File: config.mk
export PLATFORM = sky130hd
export DESIGN_NAME = imm_decode
export DESIGN_NICKNAME = d
export VERILOG_FILES = /design/src/verilog/rv_ctrl_pkg.sv /design/src/verilog/rv_isa_pkg.sv /design/src/verilog/imm_decode.sv
export VERILOG_INCLUDE_DIRS = /design/src /design/src/verilog
export SDC_FILE = /design/constraint.sdc
export NUM_CORES = 1
export LEC_CHECK = 0
export BUFFER_PORTS_ARGS = -buffer_cell sky130_fd_sc_hd__clkbuf_2
export CAP_MARGIN = 5
export CORE_UTILIZATION = 37
export DETAILED_ROUTE_END_ITERATION = 8
export PLACE_DENSITY = 0.91
export SETUP_SLACK_MARGIN = 0.05
export SLEW_MARGIN = 20
export SYNTH_ARGS = -nofsm -noshare
export SYNTH_HDL_FRONTEND = slang
export SYNTH_SLANG_ARGS = --single-unit
File: constraint.sdc
create_clock -name vclk -period 2.8
set_clock_uncertainty 0.2 [all_clocks]
set_input_delay 0.42 -clock vclk [all_inputs]
set_output_delay 0.42 -clock vclk [all_outputs]
set_load 0.03 [all_outputs]
File: src/verilog/rv_params.svh
// core parameters for the RV32I single-cycle core
// widths, register count, reset pc, data memory depth
`ifndef RV_PARAMS_SVH
`define RV_PARAMS_SVH

// data path width, also pc and instruction width
`define RV_XLEN 32

// architectural register count, x0 included
`define RV_NREGS 32

`define RV_RESET_PC 32'h0000_0000 // first fetch address

// data memory depth in 32-bit words
`define RV_DMEM_WORDS 256

`endif
File: src/verilog/rv_ctrl_pkg.sv
// datapath control encodings of the core
// alu operation, immediate format, operand selects, memory size
package rv_ctrl_pkg;

    typedef enum logic [3:0] {
        ALU_ADD,
        ALU_SUB,
        ALU_SLL,
        ALU_SLT,
        ALU_SLTU,
        ALU_XOR,
        ALU_SRL,
        ALU_SRA,
        ALU_OR,
        ALU_AND,
        ALU_PASS_B  // lui path
    } alu_op_e;

    typedef enum logic [2:0] {IMM_I, IMM_S, IMM_B, IMM_U, IMM_J} imm_fmt_e;

    typedef enum logic {A_RS1, A_PC} alu_a_sel_e;

    typedef enum logic [1:0] {B_RS2, B_IMM, B_FOUR} alu_b_sel_e; // four for link

    // access size, matches funct3[1:0]
    typedef logic [1:0] mem_size_t;

    localparam mem_size_t MEM_BYTE = 2'd0;
    localparam mem_size_t MEM_HALF = 2'd1;
    localparam mem_size_t MEM_WORD = 2'd2;

endpackage

File: src/verilog/rv_isa_pkg.sv
// RV32I instruction set encodings
// opcodes, funct3 codes, word and register index types
`include "rv_params.svh"

package rv_isa_pkg;

    typedef logic [`RV_XLEN-1:0] word_t; // data, pc, instruction
    typedef logic [4:0]          reg_idx_t;
    typedef logic [6:0]          opcode_t;
    typedef logic [2:0]          funct3_t;

    // opcode groups the core acts on
    localparam opcode_t OPC_LUI    = 7'b0110111;
    localparam opcode_t OPC_AUIPC  = 7'b0010111;
    localparam opcode_t OPC_JAL    = 7'b1101111;
    localparam opcode_t OPC_JALR   = 7'b1100111;
    localparam opcode_t OPC_BRANCH = 7'b1100011;
    localparam opcode_t OPC_LOAD   = 7'b0000011;
    localparam opcode_t OPC_STORE  = 7'b0100011;
    localparam opcode_t OPC_OP_IMM = 7'b0010011;
    localparam opcode_t OPC_OP     = 7'b0110011;

    // branch conditions
    localparam funct3_t F3_BEQ  = 3'b000;
    localparam funct3_t F3_BNE  = 3'b001;
    localparam funct3_t F3_BLT  = 3'b100;
    localparam funct3_t F3_BGE  = 3'b101;
    localparam funct3_t F3_BLTU = 3'b110;
    localparam funct3_t F3_BGEU = 3'b111;

    // load/store sizes, stores use the signed codes
    localparam funct3_t F3_BYTE   = 3'b000;
    localparam funct3_t F3_HALF   = 3'b001;
    localparam funct3_t F3_WORD   = 3'b010;
    localparam funct3_t F3_BYTE_U = 3'b100;
    localparam funct3_t F3_HALF_U = 3'b101;

endpackage

File: src/verilog/imm_decode.sv
// immediate generator
// reorders and sign-extends the I, S, B, U and J immediates
`timescale 1ns/100ps

module imm_decode (
    input  rv_isa_pkg::word_t     cmd,
    input  rv_ctrl_pkg::imm_fmt_e imm_fmt,
    output rv_isa_pkg::word_t     imm
);

    always_comb begin
        case (imm_fmt)
            rv_ctrl_pkg::IMM_I: imm = {{20{cmd[31]}}, cmd[31:20]};
            rv_ctrl_pkg::IMM_S: imm = {{20{cmd[31]}}, cmd[31:25], cmd[11:7]};
            // branch offset in halfwords, lsb forced low
            rv_ctrl_pkg::IMM_B: imm = {{19{cmd[31]}}, cmd[31], cmd[7], cmd[30:25],
                                       cmd[11:8], 1'b0};
            rv_ctrl_pkg::IMM_U: imm = {cmd[31:12], 12'b0};  // upper 20 bits
            rv_ctrl_pkg::IMM_J: imm = {{11{cmd[31]}}, cmd[31], cmd[19:12], cmd[20],
                                       cmd[30:21], 1'b0};
            default:            imm = '0;
        endcase
    end

endmodule

==> run metrics <==
fin nets=180; final HPWL from detailed placement=1370 µm; Die H=40.2 µm; Leakage=0.472 nW; Worst Setup End Kind=output pin; PostCTS Resize Cnt=0; Fmax=419 MHz; Layout Cells excl Fill=158; Power Density=259 nW/µm²; Worst VDD drop=0.000122 V; die area=1620 µm²; total core area=1330 µm²; largest net degree at the start of global routing=20; met2 routing resource usage after global routing=45.2%; crit-path most repeated cell=clkbuf_2; syn nets=129; initial antenna violation count=0; Inst Count DP=158; Finish-stage setup viols=0; WP data required=2.18 ns; Yosys top cell area share=15.7%; startpoint types=input pin; Via-to-Cell Ratio=5.18; Setup Crit Path Kind=in2out; leading area contributor after synthesis=a21oi_1; grt peak-use layer=met2; Hold Path Class=in2out; register area=0 µm²; drt wl/cell=10.9 µm; met1 usage=23.1%; PortBufs=60; Fill cells=143; Tot Pwr=205 µW; mapped cell area=541 µm²; crit path cell chain=clkbuf_2 -> nor2b_1 -> a21oi_1 -> o22ai_1 -> clkbuf_2; final wirelength=1720 µm; Seq/Total Area, Yosys=0%; period utilization=85.2%; Antenna Cells=0; synth-to-layout area growth=46.3%; CP Launch Point=imm_fmt[2]; Clock Buffer Count=0; Final Hold Fails=0; Slew HR=61.4%; Rows=13; Hold Worst Slack=0.988 ns; run status=completed; total track usage=21.0%; GP Congestion=0.689; critical path's largest stage delay=0.51 ns; cell count after synthesis=94; final setup TNS=0 ns; maximum fanout along the worst path=19; total grt overflow=0; I/O pins=67; slew of the pin with the lowest slew margin=0.578 ns; cell count of the worst hold path=4; initial core utilization=40.5%; number of global-route vias before repair=640; Slew Viols, Final=0; arrival time worst endpoint=1.77 ns; initial DRC count=15; Synth Warn #=0; final worst path period need=2.39 ns; Hold Buf Count CTS=0; top cells by area, synth=a21oi_1 16%, nand2_1 15%, o22ai_1 14%; detailed-route DRC error count=0; Avg Inst Size Synth=5.75 µm²; worst hold path startpoint=cmd[25]; grt met3 use=0.556%; library cells used by synthesis=20; max-cap violation count=0; global-route wire length before repair=2480 µm; sequential cell count=0; Post-CTS Setup Inserts=0; drt pass-1 iters=4; Final ANT Viol Nets=0; Die X-Extent=40.2 µm; RSZ-0062 raised after global routing=false; via count=818; layout cells sized above 1=46.2%; Worst path slowest cell=nor2b_1
==> cells in the mapped netlist <==
cell       n
a21oi_1   17
nand2b_1   5
buf_6      3
nand2_1   22
o22ai_1   12
maj3_2     1
and2b_1    2
mux2i_1    1
o21ai_0    1
inv_1      5
o32ai_1    1
nor3_1     1
and2_1     1
buf_2      4
mux2_2     4
and3b_1    1
clkbuf_1   4
and2_0     1
nor2b_1    7
nand2b_4   1
==> report_power, final <==
group | leakage (nW) | switching (mW) | total (mW) | internal, mW
Clock | 0 | 0 | 0 | 0
Sequential | 0 | 0 | 0 | 0
Combinational | 0.472 | 0.137 | 0.205 | 0.0673
Total | 0.472 | 0.137 | 0.205 | 0.0673
==> through the flow <==
step / utilization (%) / instance area [µm²] / setup WS [ns]
floorplan: - / 541 / 0.603
global placement: 59.3 / 791 / 0.445
detailed placement: 59.3 / 791 / 0.428
CTS: 59.3 / 791 / 0.424
global route: 59.3 / 791 / 0.255
finish: 59.3 / 791 / 0.415
==> area by class of cell <==
type,instances,area (µm²),share of cell area (%)
tap,15,18.8,2.37
multi-input combinational,78,453,57.3
inverter,5,18.8,2.37
timing repair buffer,60,300,38.0
==> worst max-delay path: cells and delay by family <==
family | cells | cell delay (ns)
and+or+nand+nor | 1 | 0.51
buffers and inverters | 2 | 0.51
AOI/OAI and AO/OA | 2 | 0.32
==> cells by family after synthesis <==
logic type / count (synthesis) / share of synthesized area (%)
AO/OA/AOI/OAI: 31 / 32.2
adder cells (fa/ha/maj): 1 / 2.08
buffers and inverters: 16 / 16.2
multiplexers: 5 / 10.2
AND/OR/NAND/NOR: 41 / 39.4
==> path summary, 6_finish.rpt <==
path                  slack, ns      end
worst min-delay path       0.99  imm[25]
worst max-delay path       0.41  imm[16]
==> cell usage in the layout (no fill, tap or decap) <==
| cell | synthesis | final |
|---|---|---|
| inv_1 | 5 | 5 |
| nand2b_1 | 5 | 5 |
| a21oi_1 | 17 | 17 |
| nand2b_4 | 1 | 1 |
| clkbuf_2 | 0 | 60 |
| nor3_1 | 1 | 1 |
| mux2_2 | 4 | 4 |
| o32ai_1 | 1 | 1 |
| nor2b_1 | 7 | 7 |
| and2b_1 | 2 | 2 |
| and2_0 | 1 | 1 |
| and3b_1 | 1 | 1 |
| maj3_2 | 1 | 1 |
| o21ai_0 | 1 | 1 |
| and2_1 | 1 | 1 |
| nand2_1 | 22 | 22 |
| o22ai_1 | 12 | 12 |
| mux2i_1 | 1 | 1 |
==> metal layers <==
layer  up-vias  part of all wire [%]
met1       371                    42
met3         0                   3.0
met5         -                     0
met2        25                    55
li1        422                     -
met4         0                     0
No activity file was read; power rests on OpenSTA's default activity.
