### config.mk
export PLATFORM = sky130hd
export DESIGN_NAME = alu
export DESIGN_NICKNAME = d
export VERILOG_FILES = /design/src/verilog/rv_ctrl_pkg.sv /design/src/verilog/rv_isa_pkg.sv /design/src/verilog/alu.sv
export VERILOG_INCLUDE_DIRS = /design/src /design/src/verilog
export SDC_FILE = /design/constraint.sdc
export NUM_CORES = 1
export LEC_CHECK = 0
export ABC_CLOCK_PERIOD_IN_PS = 5000
export BUFFER_PORTS_ARGS = -buffer_cell sky130_fd_sc_hd__buf_4
export CAP_MARGIN = 10
export CORE_ASPECT_RATIO = 1.4
export CORE_MARGIN = 2
export CORE_UTILIZATION = 30
export DETAILED_ROUTE_END_ITERATION = 12
export GPL_TIMING_DRIVEN = 0
export PLACE_DENSITY_LB_ADDON = 0.05
export SETUP_SLACK_MARGIN = 0.2
export SLEW_MARGIN = 10
export SYNTH_ARGS = -nofsm -noshare
export SYNTH_HDL_FRONTEND = slang
export SYNTH_SLANG_ARGS = --single-unit
### constraint.sdc
create_clock -name vclk -period 5
set_clock_uncertainty 0.2 [all_clocks]
set_input_delay 0.25 -clock vclk [all_inputs]
set_output_delay 0.25 -clock vclk [all_outputs]
set_load 0.01 [all_outputs]
### src/verilog/rv_params.svh
// core parameters for the RV32I single-cycle core
// widths, register count, reset pc, data memory depth
`ifndef RV_PARAMS_SVH
`define RV_PARAMS_SVH

// data path width, also pc and instruction width
`define RV_XLEN 32

// architectural register count, x0 included
`define RV_NREGS 32

`define RV_RESET_PC 32'h0000_0000 // first fetch address

// data memory depth in 32-bit words
`define RV_DMEM_WORDS 256

`endif
### src/verilog/rv_ctrl_pkg.sv
// datapath control encodings of the core
// alu operation, immediate format, operand selects, memory size
package rv_ctrl_pkg;

    typedef enum logic [3:0] {
        ALU_ADD,
        ALU_SUB,
        ALU_SLL,
        ALU_SLT,
        ALU_SLTU,
        ALU_XOR,
        ALU_SRL,
        ALU_SRA,
        ALU_OR,
        ALU_AND,
        ALU_PASS_B  // lui path
    } alu_op_e;

    typedef enum logic [2:0] {IMM_I, IMM_S, IMM_B, IMM_U, IMM_J} imm_fmt_e;

    typedef enum logic {A_RS1, A_PC} alu_a_sel_e;

    typedef enum logic [1:0] {B_RS2, B_IMM, B_FOUR} alu_b_sel_e; // four for link

    // access size, matches funct3[1:0]
    typedef logic [1:0] mem_size_t;

    localparam mem_size_t MEM_BYTE = 2'd0;
    localparam mem_size_t MEM_HALF = 2'd1;
    localparam mem_size_t MEM_WORD = 2'd2;

endpackage

### src/verilog/rv_isa_pkg.sv
// RV32I instruction set encodings
// opcodes, funct3 codes, word and register index types
`include "rv_params.svh"

package rv_isa_pkg;

    typedef logic [`RV_XLEN-1:0] word_t; // data, pc, instruction
    typedef logic [4:0]          reg_idx_t;
    typedef logic [6:0]          opcode_t;
    typedef logic [2:0]          funct3_t;

    // opcode groups the core acts on
    localparam opcode_t OPC_LUI    = 7'b0110111;
    localparam opcode_t OPC_AUIPC  = 7'b0010111;
    localparam opcode_t OPC_JAL    = 7'b1101111;
    localparam opcode_t OPC_JALR   = 7'b1100111;
    localparam opcode_t OPC_BRANCH = 7'b1100011;
    localparam opcode_t OPC_LOAD   = 7'b0000011;
    localparam opcode_t OPC_STORE  = 7'b0100011;
    localparam opcode_t OPC_OP_IMM = 7'b0010011;
    localparam opcode_t OPC_OP     = 7'b0110011;

    // branch conditions
    localparam funct3_t F3_BEQ  = 3'b000;
    localparam funct3_t F3_BNE  = 3'b001;
    localparam funct3_t F3_BLT  = 3'b100;
    localparam funct3_t F3_BGE  = 3'b101;
    localparam funct3_t F3_BLTU = 3'b110;
    localparam funct3_t F3_BGEU = 3'b111;

    // load/store sizes, stores use the signed codes
    localparam funct3_t F3_BYTE   = 3'b000;
    localparam funct3_t F3_HALF   = 3'b001;
    localparam funct3_t F3_WORD   = 3'b010;
    localparam funct3_t F3_BYTE_U = 3'b100;
    localparam funct3_t F3_HALF_U = 3'b101;

endpackage

### src/verilog/alu.sv
// ALU for the RV32I core
// arithmetic, logic, shifts and compares, plus less/zero flags for branches
`timescale 1ns/100ps

module alu (
    input  rv_ctrl_pkg::alu_op_e alu_op,
    input  rv_isa_pkg::word_t    a,
    input  rv_isa_pkg::word_t    b,
    output rv_isa_pkg::word_t    result,
    output logic                 less,
    output logic                 zero
);

    logic [4:0] shamt;
    logic       lt_s;   // signed a < b
    logic       lt_u;   // unsigned a < b

    assign shamt = b[4:0];
    assign lt_s  = $signed(a) < $signed(b);
    assign lt_u  = a < b;

    always_comb begin
        case (alu_op)
            rv_ctrl_pkg::ALU_ADD:    result = a + b;
            rv_ctrl_pkg::ALU_SUB:    result = a - b;
            rv_ctrl_pkg::ALU_SLL:    result = a << shamt;
            rv_ctrl_pkg::ALU_SLT:    result = rv_isa_pkg::word_t'(lt_s);
            rv_ctrl_pkg::ALU_SLTU:   result = rv_isa_pkg::word_t'(lt_u);
            rv_ctrl_pkg::ALU_XOR:    result = a ^ b;
            rv_ctrl_pkg::ALU_SRL:    result = a >> shamt;
            rv_ctrl_pkg::ALU_SRA:    result = $signed(a) >>> shamt;  // keeps sign
            rv_ctrl_pkg::ALU_OR:     result = a | b;
            rv_ctrl_pkg::ALU_AND:    result = a & b;
            rv_ctrl_pkg::ALU_PASS_B: result = b;
            default:                 result = '0;
        endcase
    end

    // signed compare only when asked, unsigned otherwise
    assign less = (alu_op == rv_ctrl_pkg::ALU_SLT) ? lt_s : lt_u;
    assign zero = (a == b);

endmodule

==> summary.md <==
| Metric | Value |
|---|---|
| Max Freq | `0.211 GHz` |
| DP Cell Count | `~1,900` |
| Final Hold Fails | `0` |
| Post-synthesis xor/xnor area fraction | `less than 1%` |
| HP Class | `primary input to output pin` |
| Post-Synth Adder-Cell Area | `a little over an eighth` |
| Post-layout nets | `1,659` |
| Yosys cell types | `94` |
| GPL Wtd Cong | `between 1 and 1.5` |
| Ant diodes | `0` |
| Core Box Area | `just over 0.03 sq mm` |
| Max Cap Viol | `0` |
| Simple logic cell fraction of the synthesized area | `between 20% and 30%` |
| Most common cell after layout, fill and taps aside | `nand2_1` |
| RSZ-0062 raised after global routing | `no` |
| Final setup vio count | `0` |
| Drt pass-1 iters | `6` |
| Leakage | `between 4 and 5 nW` |
| Maximum vdd drop | `39.7 uV` |
| Netlist area before placement | `just over 0.009 sq mm` |
| Die area | `about 0.033 sq mm` |
| Compound-Gate Fraction of Synth Area | `roughly two fifths` |
| Cell area power density | `roughly 120 mW/mm^2` |
| CP startpoint | `b[3]` |
| DR vias | `around 12,000` |
| Minimum period implied by the final worst setup slack | `between 4000 and 5000 ps` |
| Max_slew headroom | `between 20% and 30%` |
| Vias in the first global route | `approximately 12,000` |
| Final hold slack | `roughly 720 ps` |
| Filler cell count | `3,429` |
| Top Usage Layer GRT | `met2` |
| Crit Path Max Fanout | `11` |
| Die width | `roughly 150 microns` |
| Mux cell area share after synthesis | `16.6%` |
| Post-DP HPWL | `about 48,000 microns` |
| Status | `complete, no violations` |
| GRT met2 Usage | `between 50% and 60%` |
| DRC | `0` |
| CTS Hold Buffers Added | `0` |
| FP Rows | `between 70 and 80` |
| Area grow syn2layout | `14.8%` |
| Starting DRT DRC Count | `around 1,300` |
| Arr. time, crit path | `~4300 ps` |
| DR WL/cell | `approximately 31 microns` |
| Syn_nets | `about 1,600` |
| I/O pins | `102` |
| Gr usage total | `about a third` |
| Initial antenna violation count | `1` |
| Die height | `213 microns` |
| Startpoint types | `primary input` |
| Synth top area cells | `ha_1 13%, mux4_2 7.2%, mux2i_1 6.9%` |
| Cell Count, Final, Fillers Out | `1,878` |
| Synth top area share | `between 10% and 20%` |
| Largest net degree at the start of global routing | `21` |
| Element type at the critical path end | `output pin` |
| Critical-path cell list | `buf_4 > clkbuf_4 > clkinv_2 > clkbuf_4 > buf_2 > ha_1 > nor2_2 > a221oi_2 > o21bai_2 > a41oi_2 > a2111oi_4 > o211ai_1 > and2_1 > a221o_1 > a211o_1 > buf_4` |
| Met3 global-route usage | `3.15%` |
| Met1 usage | `between 40% and 50%` |
| First-pass GRT wire length | `a little over 80,000 microns` |
| PortBufs | `100` |
| Post-synthesis sequential area ratio | `0%` |
| CLK BUF | `0` |
| Warnings, synthesis | `0` |
| Fraction of layout cells with a size suffix above 1 | `between 10% and 20%` |
| Remaining Overflow, GRT | `0` |
| Max Slew Vio Count | `0` |
| Starting Density | `approximately 30%` |
| Slowest stage cell, crit path | `a2111oi_4` |
| Mean number of vias per cell | `~6.5` |
| Routed wire length | `~58,000 microns` |
| Critical path class | `primary input to output pin` |
| Synth area leader | `ha_1` |
| Worst path required time | `4550 ps` |
| Largest family of logic cells by synthesized area | `compound AO/OA/AOI/OAI gates` |
| Tcrit/Tclk final | `~95%` |
| Number of sequential cells | `0` |
| ANT nets after route | `0` |
| Synthesized area per cell | `6.75 sq um` |
| Most frequent cells in the layout | `153 x nand2_1, 138 x nor2_1, 112 x buf_4` |
| Syn Inst Count | `roughly 1,400` |
| Sequential cell area | `0 sq um` |
| CP max stage delay | `540 ps` |
| Worst Setup EP | `result[26]` |
| Worst slew pin tran | `1050 ps` |
layer usage:
layer	share of wire [%]	wire (microns)
met5	0	0
met4	7.5	4370
met3	6.6	3840
met2	47	27700
met1	38	22500
per-stage QoR:
| stage | setup TNS, ps | cell area [sq um] | setup slack, ps | total power, W | utilization (%) |
|---|---|---|---|---|---|
| 4_1_cts | 0 | 10700 | 184 | 0.00129 | 34.7 |
| 5_1_grt | 0 | 10700 | 249 | 0.00141 | 34.9 |
| 2_1_floorplan | 0 | 9350 | 873 | 0.000767 | - |
| 3_3_place_gp | -9440 | 10600 | -944 | 0.00129 | 34.5 |
| 3_5_place_dp | -9160 | 10600 | -945 | 0.00128 | 34.6 |
| 6_report | 0 | 10700 | 263 | 0.00133 | 34.9 |
layout make-up:
cell class                 instances  area [sq um]  area share [%]
timing repair buffer             105           790            7.36
tap                              390           488            4.55
multi-input combinational       1178          8570            79.8
inverter                         103           394            3.67
buffer                           102           494            4.60
critical path: cells and delay by family:
family                   cells  cell delay (ps)
AO/OA/AOI/OAI                7             1920
buffers and inverters        6             1260
AND/OR/NAND/NOR              2              450
adder cells (fa/ha/maj)      1              390
synth_stat cells, types with 10 or more instances:
master / count
a211oi_1: 26
o21a_1: 16
o21bai_1: 14
a21o_1: 26
o21ai_1: 22
mux4_2: 30
inv_1: 93
o211ai_1: 33
buf_2: 29
nand3_1: 25
nand2_1: 153
mux2i_1: 64
ha_1: 99
a21oi_1: 113
a211o_1: 17
mux2_2: 19
nor3_1: 38
a22oi_1: 13
nor2b_1: 12
a221oi_1: 30
o22ai_1: 11
a31oi_1: 16
o21ai_0: 87
clkbuf_1: 54
o31ai_1: 10
nor2_1: 139
logic make-up (layout without fill, tap and decap cells):
family | count (synthesis) | after routing
xor gates and xnor gates | 6 | 6
buffers and inverters | 207 | 310
and+or+nand+nor | 432 | 432
AOI/OAI and AO/OA | 524 | 524
muxes | 115 | 115
adders and majority gates | 101 | 101
report_power, final:
group / internal (W) / leakage [nW] / switching, W
combinational: 0.000466 / 4.62 / 0.000868
sequential: 0 / 0 / 0
clock: 0 / 0 / 0
worst min-delay path by stage:
stage | start | endpoint | slack [ps] | cells after the start
finish | b[8] | result[8] | 720 | 4
global route | b[8] | result[8] | 750 | 4
CTS | b[8] | result[8] | 720 | 4
detailed placement | b[8] | result[8] | 720 | 4
global placement | b[8] | result[8] | 730 | 4
floorplan | b[8] | result[8] | 500 | 2
repair_timing:
item	CTS	global route
pin swaps	1	1
setup buffers	0	3
resized for setup	12	12
setup endpoints to repair	24	8
(Power assumes the default switching activity.)
