==> src/verilog/rv_params.svh <==
// core parameters for the RV32I single-cycle core
// widths, register count, reset pc, data memory depth
`ifndef RV_PARAMS_SVH
`define RV_PARAMS_SVH

// data path width, also pc and instruction width
`define RV_XLEN 32

// architectural register count, x0 included
`define RV_NREGS 32

`define RV_RESET_PC 32'h0000_0000 // first fetch address

// data memory depth in 32-bit words
`define RV_DMEM_WORDS 256

`endif
==> src/verilog/rv_isa_pkg.sv <==
// RV32I instruction set encodings
// opcodes, funct3 codes, word and register index types
`include "rv_params.svh"

package rv_isa_pkg;

    typedef logic [`RV_XLEN-1:0] word_t; // data, pc, instruction
    typedef logic [4:0]          reg_idx_t;
    typedef logic [6:0]          opcode_t;
    typedef logic [2:0]          funct3_t;

    // opcode groups the core acts on
    localparam opcode_t OPC_LUI    = 7'b0110111;
    localparam opcode_t OPC_AUIPC  = 7'b0010111;
    localparam opcode_t OPC_JAL    = 7'b1101111;
    localparam opcode_t OPC_JALR   = 7'b1100111;
    localparam opcode_t OPC_BRANCH = 7'b1100011;
    localparam opcode_t OPC_LOAD   = 7'b0000011;
    localparam opcode_t OPC_STORE  = 7'b0100011;
    localparam opcode_t OPC_OP_IMM = 7'b0010011;
    localparam opcode_t OPC_OP     = 7'b0110011;

    // branch conditions
    localparam funct3_t F3_BEQ  = 3'b000;
    localparam funct3_t F3_BNE  = 3'b001;
    localparam funct3_t F3_BLT  = 3'b100;
    localparam funct3_t F3_BGE  = 3'b101;
    localparam funct3_t F3_BLTU = 3'b110;
    localparam funct3_t F3_BGEU = 3'b111;

    // load/store sizes, stores use the signed codes
    localparam funct3_t F3_BYTE   = 3'b000;
    localparam funct3_t F3_HALF   = 3'b001;
    localparam funct3_t F3_WORD   = 3'b010;
    localparam funct3_t F3_BYTE_U = 3'b100;
    localparam funct3_t F3_HALF_U = 3'b101;

endpackage

==> src/verilog/next_pc_unit.sv <==
// next-pc unit
// holds the pc and adds imm or four to pc or rs1
`timescale 1ns/100ps
`include "rv_params.svh"

module next_pc_unit (
    input  logic              clk,
    input  logic              arst_n,
    input  logic              pc_add_imm,
    input  logic              pc_base_rs1,
    input  rv_isa_pkg::word_t imm,
    input  rv_isa_pkg::word_t rs1_data,
    output rv_isa_pkg::word_t pc,
    output rv_isa_pkg::word_t dnpc
);

    rv_isa_pkg::word_t base;
    rv_isa_pkg::word_t offset;
    rv_isa_pkg::word_t sum;

    assign base   = pc_base_rs1 ? rs1_data : pc;
    assign offset = pc_add_imm ? imm : rv_isa_pkg::word_t'(4);
    assign sum    = base + offset;
    assign dnpc   = pc_base_rs1 ? {sum[`RV_XLEN-1:1], 1'b0} : sum; // jalr clears bit 0

    always_ff @(posedge clk or negedge arst_n) begin
        if (!arst_n) begin
            pc <= `RV_RESET_PC;
        end else begin
            pc <= dnpc;  // one instruction per edge
        end
    end

    a_pc_aligned: assert property (@(posedge clk) disable iff (!arst_n) pc[1:0] == 2'b00);

endmodule

==> config.mk <==
export PLATFORM = sky130hd
export DESIGN_NAME = next_pc_unit
export DESIGN_NICKNAME = d
export VERILOG_FILES = /design/src/verilog/rv_isa_pkg.sv /design/src/verilog/next_pc_unit.sv
export VERILOG_INCLUDE_DIRS = /design/src /design/src/verilog
export SDC_FILE = /design/constraint.sdc
export NUM_CORES = 1
export LEC_CHECK = 0
export ABC_AREA = 1
export BUFFER_PORTS_ARGS = -buffer_cell sky130_fd_sc_hd__buf_2
export CORE_ASPECT_RATIO = 1.4
export CORE_MARGIN = 2
export CORE_UTILIZATION = 40
export CTS_BUF_LIST = sky130_fd_sc_hd__clkbuf_4 sky130_fd_sc_hd__clkbuf_8
export CTS_CLUSTER_SIZE = 10
export DETAILED_ROUTE_END_ITERATION = 12
export PLACE_DENSITY_LB_ADDON = 0.3
export SYNTH_ARGS = -nofsm -noshare
export SYNTH_HDL_FRONTEND = slang
export SYNTH_SLANG_ARGS = --single-unit
==> constraint.sdc <==
create_clock -name clk -period 5.22 [get_ports clk]
set_clock_uncertainty 0.1 [all_clocks]
set_input_delay 0 -clock clk [delete_from_list [all_inputs] [get_ports clk]]
set_output_delay 0 -clock clk [all_outputs]
set_load 0.02 [all_outputs]
==> results of run 1 <==
placed cells by master (no fill, tap or decap):
cell	n
o21ai_0	1
inv_1	145
nand2_2	8
nor2_2	1
buf_2	131
xor2_1	16
o21bai_1	2
bufinv_16	1
a21oi_1	20
nand4_1	4
nor3_1	5
clkbuf_8	7
nand2_1	259
fa_1	1
ha_1	31
nand3_2	1
a21o_1	1
dfrtp_1	32
nand3_1	25
nor2_1	39
mux2_2	31
dlygate4sd3_1	1
layout make-up:
cell class	instances	area [µm²]	area share, %
Inverter	145	544	11.7
Sequential cell	32	801	17.2
Clock buffer	7	96.3	2.07
Clock inverter	1	30.0	0.645
Timing Repair Buffer	132	666	14.3
Tap cell	107	134	2.88
Multi-Input combinational cell	445	2380	51.2
worst max-delay path, stage by stage:
cell and delay (ns):
buf_2 0.59, mux2_2 0.41, ha_1 0.22, fa_1 0.44, nand3_1 0.11, nand3_1 0.11, nand2_1 0.09, nand2_2 0.08
nand2_1 0.08, nand2_2 0.09, xor2_1 0.26, buf_2 0.22
layer usage:
layer / up-vias / GRT usage, %
li1: 2141 / -
met1: 1797 / 23.8
met2: 84 / 44.1
met3: 12 / 2.44
met4: 0 / 5.65
met5: - / 0
power by group:
part / internal (W) / switching [W]
combinational: 0.000496 / 0.000996
clock: 0.000169 / 0.000112
sequential: 0.000369 / 0.0000528
total: 0.00103 / 0.00116
logic make-up (layout without fill, tap and decap cells):
family / after synthesis / in the layout
simple gates: 342 / 342
buf+inv: 152 / 285
fa+ha+maj: 32 / 32
flops: 32 / 32
mux: 31 / 31
compound gates: 24 / 24
xor+xnor: 16 / 16
per-stage QoR:
stage,util (%),std cells,hold slack (ns)
3_3_place_gp,49.8,860,0.0199
6_report,51.3,869,0.0170
4_1_cts,51.3,869,0.0106
2_1_floorplan,-,629,-0.396
5_1_grt,51.3,869,0.0511
3_5_place_dp,49.8,860,0.0477
worst min-delay path by stage:
stage	from	endpoint	slack, ns	depth (start not counted)
3_5_place_dp	arst_n	pc[13]	0.05	1
5_1_grt	imm[31]	pc[31]	0.05	5
4_1_cts	imm[31]	pc[31]	0.01	5
2_1_floorplan	arst_n	pc[0]	-0.40	0
6_report	imm[31]	pc[31]	0.02	5
3_3_place_gp	arst_n	pc[11]	0.02	1
==> impl_metrics.toml, run 1 <==
[detailed_routing]
postRouteAntennaNets = 0
wl_met2_mm = 6.18
wl_per_cell_um = 12.8
drt-initial-drc-count = 139
drc_errors = 0
vias = 4034
wl_met1_mm = 4.38
top_layer_used = "met4"
via_per_inst = 4.64
wl_mm = 11.1
drt_pass1_iterations = 5
wl_met3_um = 399

[final_layout]
largest_reg_flops = 32
n_antenna_cell = 0
final_cell_area_um2 = 4660
top_register = "pc"
top_regs = "pc x32"
drive_gt1_share_pct = 23.6
fin_nets = 861
area_growth_pct = 23.8
fill_cells = 980

[logic_synthesis]
avgSynthCellArea_um2 = 5.98
yosysUniqueCellTypes = 20
synth_fa_ha_area_share_pct = 10.8
synth_nets = 729
yosysMostFrequentCell = "nand2_1"
syn_area_um2 = 3760
synth_area_leaders = "nand2_1 26%, dfrtp_1 21%, inv_1 14%, ha_1 10%, mux2_2 9.3%"
synth_common_cells = "259 x nand2_1, 145 x inv_1, 39 x nor2_1"
yosys_warnings = 0
synth_xor_area_share_pct = 3.73
synth_top_area_share_pct = 25.9
synth_mux_area_share_pct = 9.28
synth_top_family_by_area = "simple AND/OR/NAND/NOR gates"
synth-compound-area-share_pct = 3.39
ys_seq_elements = 32
synth_edf_count = 0
synth-main-ff-cell = "dfrtp_1"
synth_cells = 629
async_flop_share_pct = 100
synth_area_leader_cell = "nand2_1"
yosysSeqAreaShare_pct = 21.3
yosys.area_share.simple_pct = 36.2

[timing]
final_max_slew_viol_count = 0
fin_crit_sh_pct = 54.0
rsz0062_at_grt = "false"
worst_slack_ns = 2.40
max_freq_mhz = 355
maxSlewHeadroom_pct = 45.6
tns_ns = 0
worst_pin_slew_ns = 0.816
final.min_clock_period_ns = 2.82
finalSetupViolCount = 0
finalHoldViolCount = 0

[min_path]
min_path_type = "input pin to flip-flop"

[global_route]
grt_max_degree = 35
grt_first_pass_wirelength_mm = 18.0
antenna_found_initial = 0
grt.total_usage_pct = 22.2
grt_pass1_vias = 4021
grt-ovfl-total = 0

[placed_design]
gp_congestion = 0.875
port_buffers = 131
pre_cts_slack_ns = 2.37
dp_hpwl_mm = 9.20
dpl-instance-area_um2 = 4520

[clock_tree]
hold_buffers = 1
path_clk_slew_ns = 0.07
cts-root-buf = "clkbuf_8"
cts_max_level = 2
clock_sinks = 32
cts.path.max_buffers = 2
cts_buffers = 5
cts_setup_buffers = 0
cts_tree = "yes"
ctsResizeCount = 0
clock_latency_ns = 0.30

[worst_setup_path]
critPathMaxFanout = 34
r2r_cells = 13
end_kind = "output port"
reg2reg_from = "pc[0]"
worstReg2RegEnd = "pc[28]"
required_ns = 5.12
timing.setup.critical_path_class = "input pin to output port"
r2r_slack_ns = 2.85
critPathLaunch = "pc_base_rs1"
cp.arrival_ns = 2.72
start_kind = "input pin"
setup.worst_path.end = "dnpc[12]"

[floorplanning]
fp.dieW_um = 85.9
row_count = 41
dieArea_um2 = 10200
initial_core_util_pct = 41.4
core_area_um2 = 9080
dieHeight_um = 119
boundaryPins = 132

[power_and_ir_drop]
peakVddDrop_uv = 190
fin_total_pwr_w = 0.00219
power_density_nw_per_um2 = 471
p_leak_nw = 3.15

[run_status]
status = "finished, final reports clean"

[job]
cap_violations = 0
No activity file was read; power rests on OpenSTA's default activity.
==> run 2, diff against run 1 <==
clock period = 2.35 ns   (was 5.22 ns; I/O delays follow)
==> run 2 against run 1 <==
Against the previous run: the run now ends with setup timing left; first-iteration DRC count up 8.6%; clock-buffer cell count is 1 lower; total power grew to 2.8 times the previous value; die area is the same; largest cell class unchanged.
==> impl_metrics.toml, run 2 (synthesized netlist as in run 1, its figures left out) <==
[detailed_routing]
drc_errors = 0
vias = 4373
via_per_inst = 4.82
wl_mm = 13.3
drt-initial-drc-count = 151
drt_pass1_iterations = 4
wl_per_cell_um = 14.6
postRouteAntennaNets = 0

[worst_setup_path]
start_kind = "flip-flop"
timing.setup.critical_path_class = "flip-flop to output port"
cp.arrival_ns = 2.39
critPathMaxFanout = 4
required_ns = 2.25
end_kind = "output port"

[clock_tree]
cts.path.max_buffers = 2
clock_sinks = 32
cts_buffers = 5
cts_max_level = 2
clock_latency_ns = 0.30
cts_tree = "yes"
path_clk_slew_ns = 0.07
cts-root-buf = "clkbuf_8"

[timing]
finalSetupViolCount = 16
final_max_slew_viol_count = 0
finalHoldViolCount = 0
whs_ns = 0.0361
max_freq_mhz = 401
rsz0062_at_grt = "true"
maxSlewHeadroom_pct = 45.5
final.min_clock_period_ns = 2.49
worst_slack_ns = -0.143
worst_pin_slew_ns = 0.817
fin_crit_sh_pct = 106

[global_route]
grt_pass1_vias = 4418
grt_first_pass_wirelength_mm = 20.4
grt_max_degree = 33
antenna_found_initial = 0
use_met3_pct = 2.86
grt.total_usage_pct = 24.9
busiest_layer = "met2"
grt-ovfl-total = 0
grt_util_met1_pct = 26.6
grt.met2_usage_pct = 49.3

[floorplanning]
boundaryPins = 132
row_count = 41
fp.dieW_um = 85.9
initial_core_util_pct = 41.4
dieArea_um2 = 10200
dieHeight_um = 119
core_area_um2 = 9080

[power_and_ir_drop]
peakVddDrop_uv = 490
intPower_w = 0.00305
fin_total_pwr_w = 0.00620
netSwitchingFraction_pct = 50.8
power_density_nw_per_um2 = 1030
power_frac_comb_pct = 77.3
power_frac_seq_pct = 15.3
clkPwrFrac_pct = 7.4
p_leak_nw = 3.60
p_sw_w = 0.00315

[job]
cap_violations = 0

[final_layout]
top_regs = "pc x32"
n_antenna_cell = 0
layout_commonest_cell = "nand2_1"
drive_gt1_share_pct = 46.3
top_register = "pc"
area_growth_pct = 60.1
final-instance-count-excl-fill = 908
final_cell_mix = "192 x nand2_1, 135 x inv_1, 107 x buf_2"
fin_nets = 901
largest_reg_flops = 32

[placed_design]
dp_cells = 873
dp_hpwl_mm = 9.78
gp_congestion = 0.887
port_buffers = 131
pre_cts_slack_ns = -0.0176

[min_path]
min_path_type = "input pin to flip-flop"

[run_status]
status = "finished with violations"
violations = "setup timing"
run 2: path summary, 6_finish.rpt:
kind                              from  endpoint  depth (start not counted)  slack [ns]
min in group asynchronous       arst_n    pc[21]                          2        0.23
hold / removal             pc_base_rs1     pc[0]                          3        0.04
setup / recovery                 pc[0]   dnpc[4]                         10       -0.14
max in group asynchronous       arst_n     pc[0]                          2        1.40
setup reg to reg                 pc[0]    pc[20]                         14        0.06
hold reg to reg                 pc[16]    pc[16]                          3        0.69
run 2: layer usage:
layer | up-vias | wire [µm]
met5 | - | 0
met4 | 0 | 285
met3 | 16 | 464
met2 | 102 | 7590
met1 | 2044 | 4960
li1 | 2211 | -
run 2: layout make-up:
type	count	area, µm²
multi-input combinational	445	3330
fill	813	3060
timing repair buffer	172	1130
sequential	32	801
inverter	145	544
tap	107	134
clock buffer	6	76.3
clock inverter	1	5.00
run 2: worst max-delay path, stage by stage (launching register included):
cell and delay (ns):
dfrtp_1 0.38, mux2_4 0.28, ha_4 0.17, fa_2 0.39
nand3_2 0.10, nand3_2 0.07, buf_4 0.14, buf_4 0.12
buf_4 0.13, xor2_2 0.16, buf_4 0.17
run 2: metrics by stage:
stage / TNS (ns) / area [µm²] / util [%]
after floorplan: 0 / 3780 / -
after global placement: 0 / 4670 / 51.5
after detailed placement: -0.0176 / 4670 / 51.5
after CTS: -0.936 / 5570 / 61.3
after global routing: -3.57 / 6020 / 66.3
final: -1.04 / 6020 / 66.3
run 2: power groups by stage:
stage               Clock [W]  Sequential, W  Combinational (W)
floorplan                   0        0.00129            0.00195
global placement            0       0.000940            0.00341
detailed placement          0       0.000959            0.00343
CTS                  0.000463       0.000949            0.00424
global route         0.000475       0.000984            0.00514
finish               0.000457       0.000951            0.00480
run 2: timing repair:
action | 4_1_cts | 5_1_grt
hold endpoints to repair | 32 | 0
resized for setup | 147 | 87
pin swaps | 25 | 46
setup endpoints to repair | 24 | 27
hold buffers | 1 | 0
buffers inserted | 11 | 16
