**src/verilog/rv_params.svh**
```systemverilog
// core parameters for the RV32I single-cycle core
// widths, register count, reset pc, data memory depth
`ifndef RV_PARAMS_SVH
`define RV_PARAMS_SVH

// data path width, also pc and instruction width
`define RV_XLEN 32

// architectural register count, x0 included
`define RV_NREGS 32

`define RV_RESET_PC 32'h0000_0000 // first fetch address

// data memory depth in 32-bit words
`define RV_DMEM_WORDS 256

`endif
```
**src/verilog/rv_isa_pkg.sv**
```systemverilog
// RV32I instruction set encodings
// opcodes, funct3 codes, word and register index types
`include "rv_params.svh"

package rv_isa_pkg;

    typedef logic [`RV_XLEN-1:0] word_t; // data, pc, instruction
    typedef logic [4:0]          reg_idx_t;
    typedef logic [6:0]          opcode_t;
    typedef logic [2:0]          funct3_t;

    // opcode groups the core acts on
    localparam opcode_t OPC_LUI    = 7'b0110111;
    localparam opcode_t OPC_AUIPC  = 7'b0010111;
    localparam opcode_t OPC_JAL    = 7'b1101111;
    localparam opcode_t OPC_JALR   = 7'b1100111;
    localparam opcode_t OPC_BRANCH = 7'b1100011;
    localparam opcode_t OPC_LOAD   = 7'b0000011;
    localparam opcode_t OPC_STORE  = 7'b0100011;
    localparam opcode_t OPC_OP_IMM = 7'b0010011;
    localparam opcode_t OPC_OP     = 7'b0110011;

    // branch conditions
    localparam funct3_t F3_BEQ  = 3'b000;
    localparam funct3_t F3_BNE  = 3'b001;
    localparam funct3_t F3_BLT  = 3'b100;
    localparam funct3_t F3_BGE  = 3'b101;
    localparam funct3_t F3_BLTU = 3'b110;
    localparam funct3_t F3_BGEU = 3'b111;

    // load/store sizes, stores use the signed codes
    localparam funct3_t F3_BYTE   = 3'b000;
    localparam funct3_t F3_HALF   = 3'b001;
    localparam funct3_t F3_WORD   = 3'b010;
    localparam funct3_t F3_BYTE_U = 3'b100;
    localparam funct3_t F3_HALF_U = 3'b101;

endpackage

```
**src/verilog/register_file.sv**
```systemverilog
// integer register file, 2 read ports and 1 write port
// x0 has no storage and always reads zero
`timescale 1ns/100ps
`include "rv_params.svh"

module register_file #(
    parameter int n_regs = `RV_NREGS   // 16 for an rv32e-sized file
) (
    input  logic                 clk,
    input  logic                 arst_n,
    input  rv_isa_pkg::reg_idx_t raddr_a,
    input  rv_isa_pkg::reg_idx_t raddr_b,
    input  rv_isa_pkg::reg_idx_t waddr,
    input  rv_isa_pkg::word_t    wdata,
    input  logic                 wen,
    output rv_isa_pkg::word_t    rdata_a,
    output rv_isa_pkg::word_t    rdata_b
);

    rv_isa_pkg::word_t regs [1:n_regs-1];

    // index zero or beyond the file reads zero
    assign rdata_a = (raddr_a != '0 && raddr_a < n_regs) ? regs[raddr_a] : '0;
    assign rdata_b = (raddr_b != '0 && raddr_b < n_regs) ? regs[raddr_b] : '0;

    always_ff @(posedge clk) begin
        if (arst_n && wen && waddr != '0 && waddr < n_regs) regs[waddr] <= wdata; // no write in reset
    end

endmodule

```
**config.mk**
```make
export PLATFORM = sky130hd
export DESIGN_NAME = register_file
export DESIGN_NICKNAME = d
export VERILOG_FILES = /design/src/verilog/rv_isa_pkg.sv /design/src/verilog/register_file.sv
export VERILOG_INCLUDE_DIRS = /design/src /design/src/verilog
export SDC_FILE = /design/constraint.sdc
export NUM_CORES = 1
export LEC_CHECK = 0
export ABC_AREA = 0
export BUFFER_PORTS_ARGS = -buffer_cell sky130_fd_sc_hd__buf_4
export CELL_PAD_IN_SITES_DETAIL_PLACEMENT = 0
export CELL_PAD_IN_SITES_GLOBAL_PLACEMENT = 1
export CORE_MARGIN = 10
export CORE_UTILIZATION = 25
export DETAILED_ROUTE_END_ITERATION = 12
export PLACE_DENSITY = 0.41
export SETUP_SLACK_MARGIN = 0.15
export SLEW_MARGIN = 20
export SYNTH_ARGS = -nofsm -noshare
export SYNTH_HDL_FRONTEND = slang
export SYNTH_SLANG_ARGS = --single-unit
```
**constraint.sdc**
```tcl
create_clock -name clk -period 3.3 [get_ports clk]
set_input_delay 0.33 -clock clk [delete_from_list [all_inputs] [get_ports clk]]
set_output_delay 0.33 -clock clk [all_outputs]
set_load 0.05 [all_outputs]
```
==> results_dict.tcl, run 1 <==
set metrics [dict create \
    status "finished clean" \
    drt_pass1_iterations 6 \
    power.internal_mw 23.0 \
    grt_pass1_vias 30300 \
    end_kind "output port" \
    p_clk_share_pct 43.5 \
    p_sw_mw 7.55 \
    synthArstFlopShare_pct 0 \
    rsz0062_at_grt "no" \
    fillCellCount 18300 \
    power_density_nw_per_um2 543 \
    max-slew-margin-rel_pct 44.4 \
    crit_type "primary input to output port" \
    io_pins 114 \
    wirelength_mm 194 \
    ys_seq_area_share_pct 63.9 \
    clockBufferDepth 3 \
    synth_top_area_cell "edfxtp_1" \
    drive_gt1_share_pct 30.5 \
    gp_congestion 0.757 \
    drc 0 \
    peakVddDrop_v 0.000404 \
    grt_max_degree 95 \
    dp_hpwl_mm 118 \
    cts_made_buffers 115 \
    final_nets 3030 \
    power_frac_seq_pct 45.8 \
    synth_nets 2789 \
    fp.dieH_um 452 \
    setup_ws_ns 0.291 \
    worst_pin_slew_ns 0.832 \
    cp_max_fo 26 \
    most-common-layout-cells "992 x edfxtp_1, 395 x mux2i_1, 241 x buf_4" \
    post_synth_inst_count 2739 \
    num_rows 158 \
    timing.critical_path.cells "buf_4, nor2b_4, buf_12, a22oi_1, a21oi_1, a211oi_1, a31oi_1, buf_4" \
    ys_ff_latch 992 \
    top_register "regs" \
    p_total_mw 30.6 \
    coreArea_um2 185000 \
    dr_total_vias 29000 \
    setup_viol 0 \
    post-route-util_pct 30.4 \
    ys.flop_type "edfxtp_1" \
    power_leakage_nw 18.6 \
    max_freq_ghz 0.332 \
    swShare_pct 24.7 \
    critPathLaunchType "primary input" \
    io_buffers 113 \
    post-place-ws_ns 0.0146 \
    layout_commonest_cell "edfxtp_1" \
    first_iter_violations 2523 \
    yosys.cell_types.count 40 \
    slowest_delay_ns 0.59 \
    largest_reg_flops 992 \
    grt_pass1_wl_mm 263 \
    yosysTopAreaCellShare_pct 63.9 \
    p_comb_share_pct 10.7 \
    root_buffer "clkbuf_16" \
    synth_area_leaders "edfxtp_1 64%, mux4_2 11%, mux2i_1 8.5%" \
    syn-cell-area_um2 46600 \
    use_met2_pct 31.7 \
    min_path_type "primary input to flip-flop" \
    synth-edff-count 992 \
    drv_cap 0 \
    areaGrowthSynthToFinish_pct 20.8 \
    htreeDepth 3 \
    use_met1_pct 24.5 \
    wl_per_cell_um 34.9 \
    grt_use_total_pct 18.5 \
    slew_viol_final 0 \
    die_area_um2 204000 \
    top_regs "regs x992" \
    grt-busiest-layer "met2" \
    fp.dieW_um 452 \
    clkTransAtPathRegs_ns 0.06 \
    grt_util_met3_pct 2.52 \
    crit_arrival_ns 2.68 \
    cp_common_cell "buf_4" \
    start_util_pct 25.1 \
    cts.sinks 992 \
    ant_nets 0 \
    overflow 0 \
    cts_tree "done" \
    antenna_found_initial 16 \
    period_share_pct 91.2 \
    required_ns 2.97 \
    routed_via_density 5.21 \
    finalSetupTns_ns 0 \
    cp_slowest_cell "a31oi_1" \
    syn_area_per_cell_um2 17.0 \
    fin_crit_ns 3.01 \
    yosysWarningCount 0 \
    hold_violations 0 \
]
[metal layers]
layer  vias to the layer above  part of all wire [%]
met5                         -                 0.023
met4                         8                   2.4
met3                       237                   4.7
met2                       938                    49
met1                     15800                    44
li1                      12000                     -
[power by group through the flow]
stage / registers [mW] / clock network (mW) / logic [mW]
2_1_floorplan: 14.2 / 0 / 1.76
3_3_place_gp: 14.2 / 0 / 3.25
3_5_place_dp: 14.3 / 0 / 3.27
4_1_cts: 14.0 / 13.6 / 3.32
5_1_grt: 14.0 / 14.2 / 3.43
6_report: 14.0 / 13.3 / 3.27
[path summary, 6_finish.rpt]
path                        from          to  cells after the start
worst min-delay path    waddr[4]  regs[6][5]                      3
worst max-delay path  raddr_b[1]  rdata_b[0]                      8
[synth_stat cells (all sizes together), types with 32 or more instances]
| cell | instances |
|---|---|
| edfxtp | 992 |
| mux2i | 395 |
| mux4 | 226 |
| mux2 | 160 |
| buf | 139 |
| a22o | 92 |
| clkbuf | 84 |
| nor2 | 83 |
| a21oi | 79 |
| a22oi | 68 |
| a221oi | 66 |
| o22ai | 64 |
| nand2 | 55 |
| nor3 | 50 |
| o21ai | 47 |
| a211oi | 32 |
| a31oi | 32 |
| o211ai | 32 |
[critical path: cells and delay by family]
family                 cells  cell delay, ns
buffers and inverters      3            0.91
AND/OR/NAND/NOR            1            0.30
AO/OA/AOI/OAI              4            1.06
[cell families after synthesis]
kind of cell / share of synthesized area, %
mux: 23.3
buf+inv: 2.66
compound gates: 8.08
simple gates: 2.05
flops: 63.9
[area by class of cell]
cell class	count	area, um^2	share of cell area (%)
Antenna cell	3	7.51	0.0133
Clock buffer	139	3030	5.38
Clock inverter	77	865	1.54
Inverter	1	3.75	0.00667
Multi-Input combinational cell	1523	15900	28.3
Sequential cell	992	29800	52.9
Tap cell	2480	3100	5.51
Timing Repair Buffer	347	3580	6.36
[metrics by stage]
| step | hold slack [ns] | cells | area (um^2) |
|---|---|---|---|
| floorplan | 0.429 | 2739 | 46600 |
| global placement | 0.739 | 5308 | 52000 |
| detailed placement | 0.752 | 5308 | 52000 |
| CTS | 0.278 | 5559 | 56300 |
| global route | 0.329 | 5561 | 56300 |
| finish | 0.339 | 5562 | 56300 |
[repair_timing]
item	CTS	global route
hold buffers	32	0
gates resized for setup	8	3
setup endpoints to repair	8	3
pin swaps	1	0
hold endpoints to repair	953	0
buffers inserted	3	0
(Power assumes the default switching activity.)
==> inputs of run 2 (changes only) <==
--- a/config.mk
+++ b/config.mk
@@ -7,7 +7,7 @@
 export NUM_CORES = 1
 export LEC_CHECK = 0
 export ABC_AREA = 0
-export BUFFER_PORTS_ARGS = -buffer_cell sky130_fd_sc_hd__buf_4
+export BUFFER_PORTS_ARGS = -buffer_cell sky130_fd_sc_hd__buf_2
 export CELL_PAD_IN_SITES_DETAIL_PLACEMENT = 0
 export CELL_PAD_IN_SITES_GLOBAL_PLACEMENT = 1
 export CORE_MARGIN = 10
==> run 2 against run 1 <==
Effect of this change: final area down 0.36%; combinational power up 4%; critical path depth did not move; sequential power about the same; utilization fell by 0.11 points; total power down 1.5%; count of clock-buffer cells in the layout fell by 1; non-clock buffer count fell by 26; sequential share of layout area up 0.19 points; setup slack worse by 0.062 ns; clock power shrank 5%; largest cell class unchanged; largest power group unchanged.
==> results_dict.tcl, run 2 (synthesis results as in run 1) <==
set metrics [dict create \
    antenna_found_initial 19 \
    final_nets 3004 \
    status "finished clean" \
    grt_max_degree 82 \
    coreArea_um2 185000 \
    grt_pass1_vias 30200 \
    postCtsHoldBufs 0 \
    slew_viol_final 0 \
    root_buffer "clkbuf_16" \
    ant_nets 0 \
    wl_met3_mm 9.96 \
    cts_tree "done" \
    cts_made_buffers 115 \
    drive_gt1_share_pct 30.4 \
    finalSetupTns_ns 0 \
    required_ns 2.97 \
    routed_via_density 5.21 \
    power_density_nw_per_um2 537 \
    gp_congestion 0.765 \
    largest_reg_flops 992 \
    min_path_type "primary input to flip-flop" \
    dp_hpwl_mm 118 \
    cp_slowest_cell "buf_16" \
    holdPathStages 1 \
    place_area_um2 52400 \
    fp.dieW_um 452 \
    htreeDepth 3 \
    worst_pin_slew_ns 1.10 \
    drv_cap 0 \
    areaGrowthSynthToFinish_pct 20.4 \
    grt_pass1_wl_mm 261 \
    clkTransAtPathRegs_ns 0.06 \
    hold_violations 0 \
    drt_pass1_iterations 6 \
    peakVddDrop_v 0.000400 \
    top_register "regs" \
    num_rows 158 \
    top_regs "regs x992" \
    start_util_pct 25.1 \
    layout_commonest_cell "edfxtp_1" \
    most-common-layout-cells "992 x edfxtp_1, 394 x mux2i_1, 226 x mux4_2" \
    design_area_um2 56100 \
    hold_end "regs[11][23]" \
    slowest_delay_ns 0.45 \
    die_area_um2 204000 \
    route.met2.wl_mm 93.6 \
    top_layer_used "met5" \
    io_pins 114 \
    wl_per_cell_um 34.8 \
    cp_max_fo 81 \
    first_iter_violations 2515 \
    period_share_pct 93.1 \
    crit_arrival_ns 2.74 \
    overflow 0 \
    grt_use_total_pct 18.3 \
    drc 0 \
    crit_type "primary input to output port" \
    io_buffers 113 \
    timing.critical_path.cells "buf_8, buf_16, mux2i_1, a22o_1, a21oi_1, a31oi_1, o221ai_1, buf_12" \
    critPathLaunchType "primary input" \
    cts.sinks 992 \
    fin_crit_ns 3.07 \
    min_from "wdata[23]" \
    max-slew-margin-rel_pct 26.4 \
    wirelength_mm 193 \
    setup_viol 0 \
    max_freq_ghz 0.326 \
    clockBufferDepth 3 \
    rsz0062_at_grt "yes" \
    dr_total_vias 28800 \
    fp.dieH_um 452 \
    power_leakage_nw 18.4 \
    end_kind "output port" \
    met1_length_mm 82.7 \
]
-- run 2: cell count changes in the layout (fill, tap and decap cells not counted), moves of 4 or more --
cell,before,now
o21ai_1,27,32
dlygate4sd3_1,32,0
clkinv_1,22,27
buf_2,0,58
buf_4,241,151
bufinv_16,18,14
o21ai_2,5,0
buf_12,69,105
clkinv_2,27,23
-- run 2: what timing repair did --
item | in CTS | in global routing
endpoints found under the hold margin | 0 | 0
resized for setup | 2 | 4
setup endpoints to repair | 2 | 6
setup buffers | 0 | 0
-- run 2: worst max path at each step --
| stage | slack (ns) | endpoint | cells after the start | startpoint |
|---|---|---|---|---|
| global placement | 0.16 | rdata_a[2] | 8 | raddr_a[0] |
| detailed placement | 0.14 | rdata_a[2] | 6 | raddr_a[0] |
| finish | 0.23 | rdata_b[18] | 8 | raddr_b[0] |
| CTS | 0.16 | rdata_a[2] | 4 | regs[5][2] |
| global route | 0.12 | rdata_b[18] | 8 | raddr_b[0] |
| floorplan | 0.66 | regs[18][0] | 2 | waddr[3] |
-- run 2: layer usage --
| layer | global-route usage [%] | vias to the layer above |
|---|---|---|
| li1 | - | 11900 |
| met1 | 24.1 | 15700 |
| met2 | 31.0 | 924 |
| met3 | 2.69 | 288 |
| met4 | 6.03 | 8 |
| met5 | 0 | - |
-- run 2: cell type report --
class	instances	area, um^2
Fill cell	18200	129000
Multi-Input combinational cell	1523	15900
Antenna cell	6	15.0
Tap cell	2480	3100
Inverter	1	3.75
Timing Repair Buffer	321	3630
Sequential cell	992	29800
Clock inverter	72	702
Clock buffer	138	2960
-- run 2: where the power goes --
part	leakage, nW	internal (mW)	total, mW	switching [mW]
Clock	1.79	7.43	12.7	5.28
Combinational	7.73	1.26	3.40	2.14
Sequential	8.92	14.0	14.0	0.0363
Total	18.4	22.6	30.1	7.46
-- run 2: metrics by stage --
step / hold slack, ns / setup WS [ns] / instances / power (mW) / utilization [%]
6_report: 0.0947 / 0.228 / 5533 / 30.1 / 30.3
5_1_grt: 0.0870 / 0.121 / 5530 / 31.1 / 30.3
4_1_cts: 0.0313 / 0.158 / 5527 / 30.5 / 30.2
3_5_place_dp: 0.850 / 0.137 / 5317 / 17.7 / 28.3
3_3_place_gp: 0.816 / 0.156 / 5317 / 17.7 / 28.3
2_1_floorplan: 0.429 / 0.658 / 2739 / 16.0 / -
-- run 2: worst max-delay path: cells and delay by family --
kind | cells | cell delay (ns)
buf+inv | 3 | 1.01
compound gates | 4 | 0.93
mux | 1 | 0.26
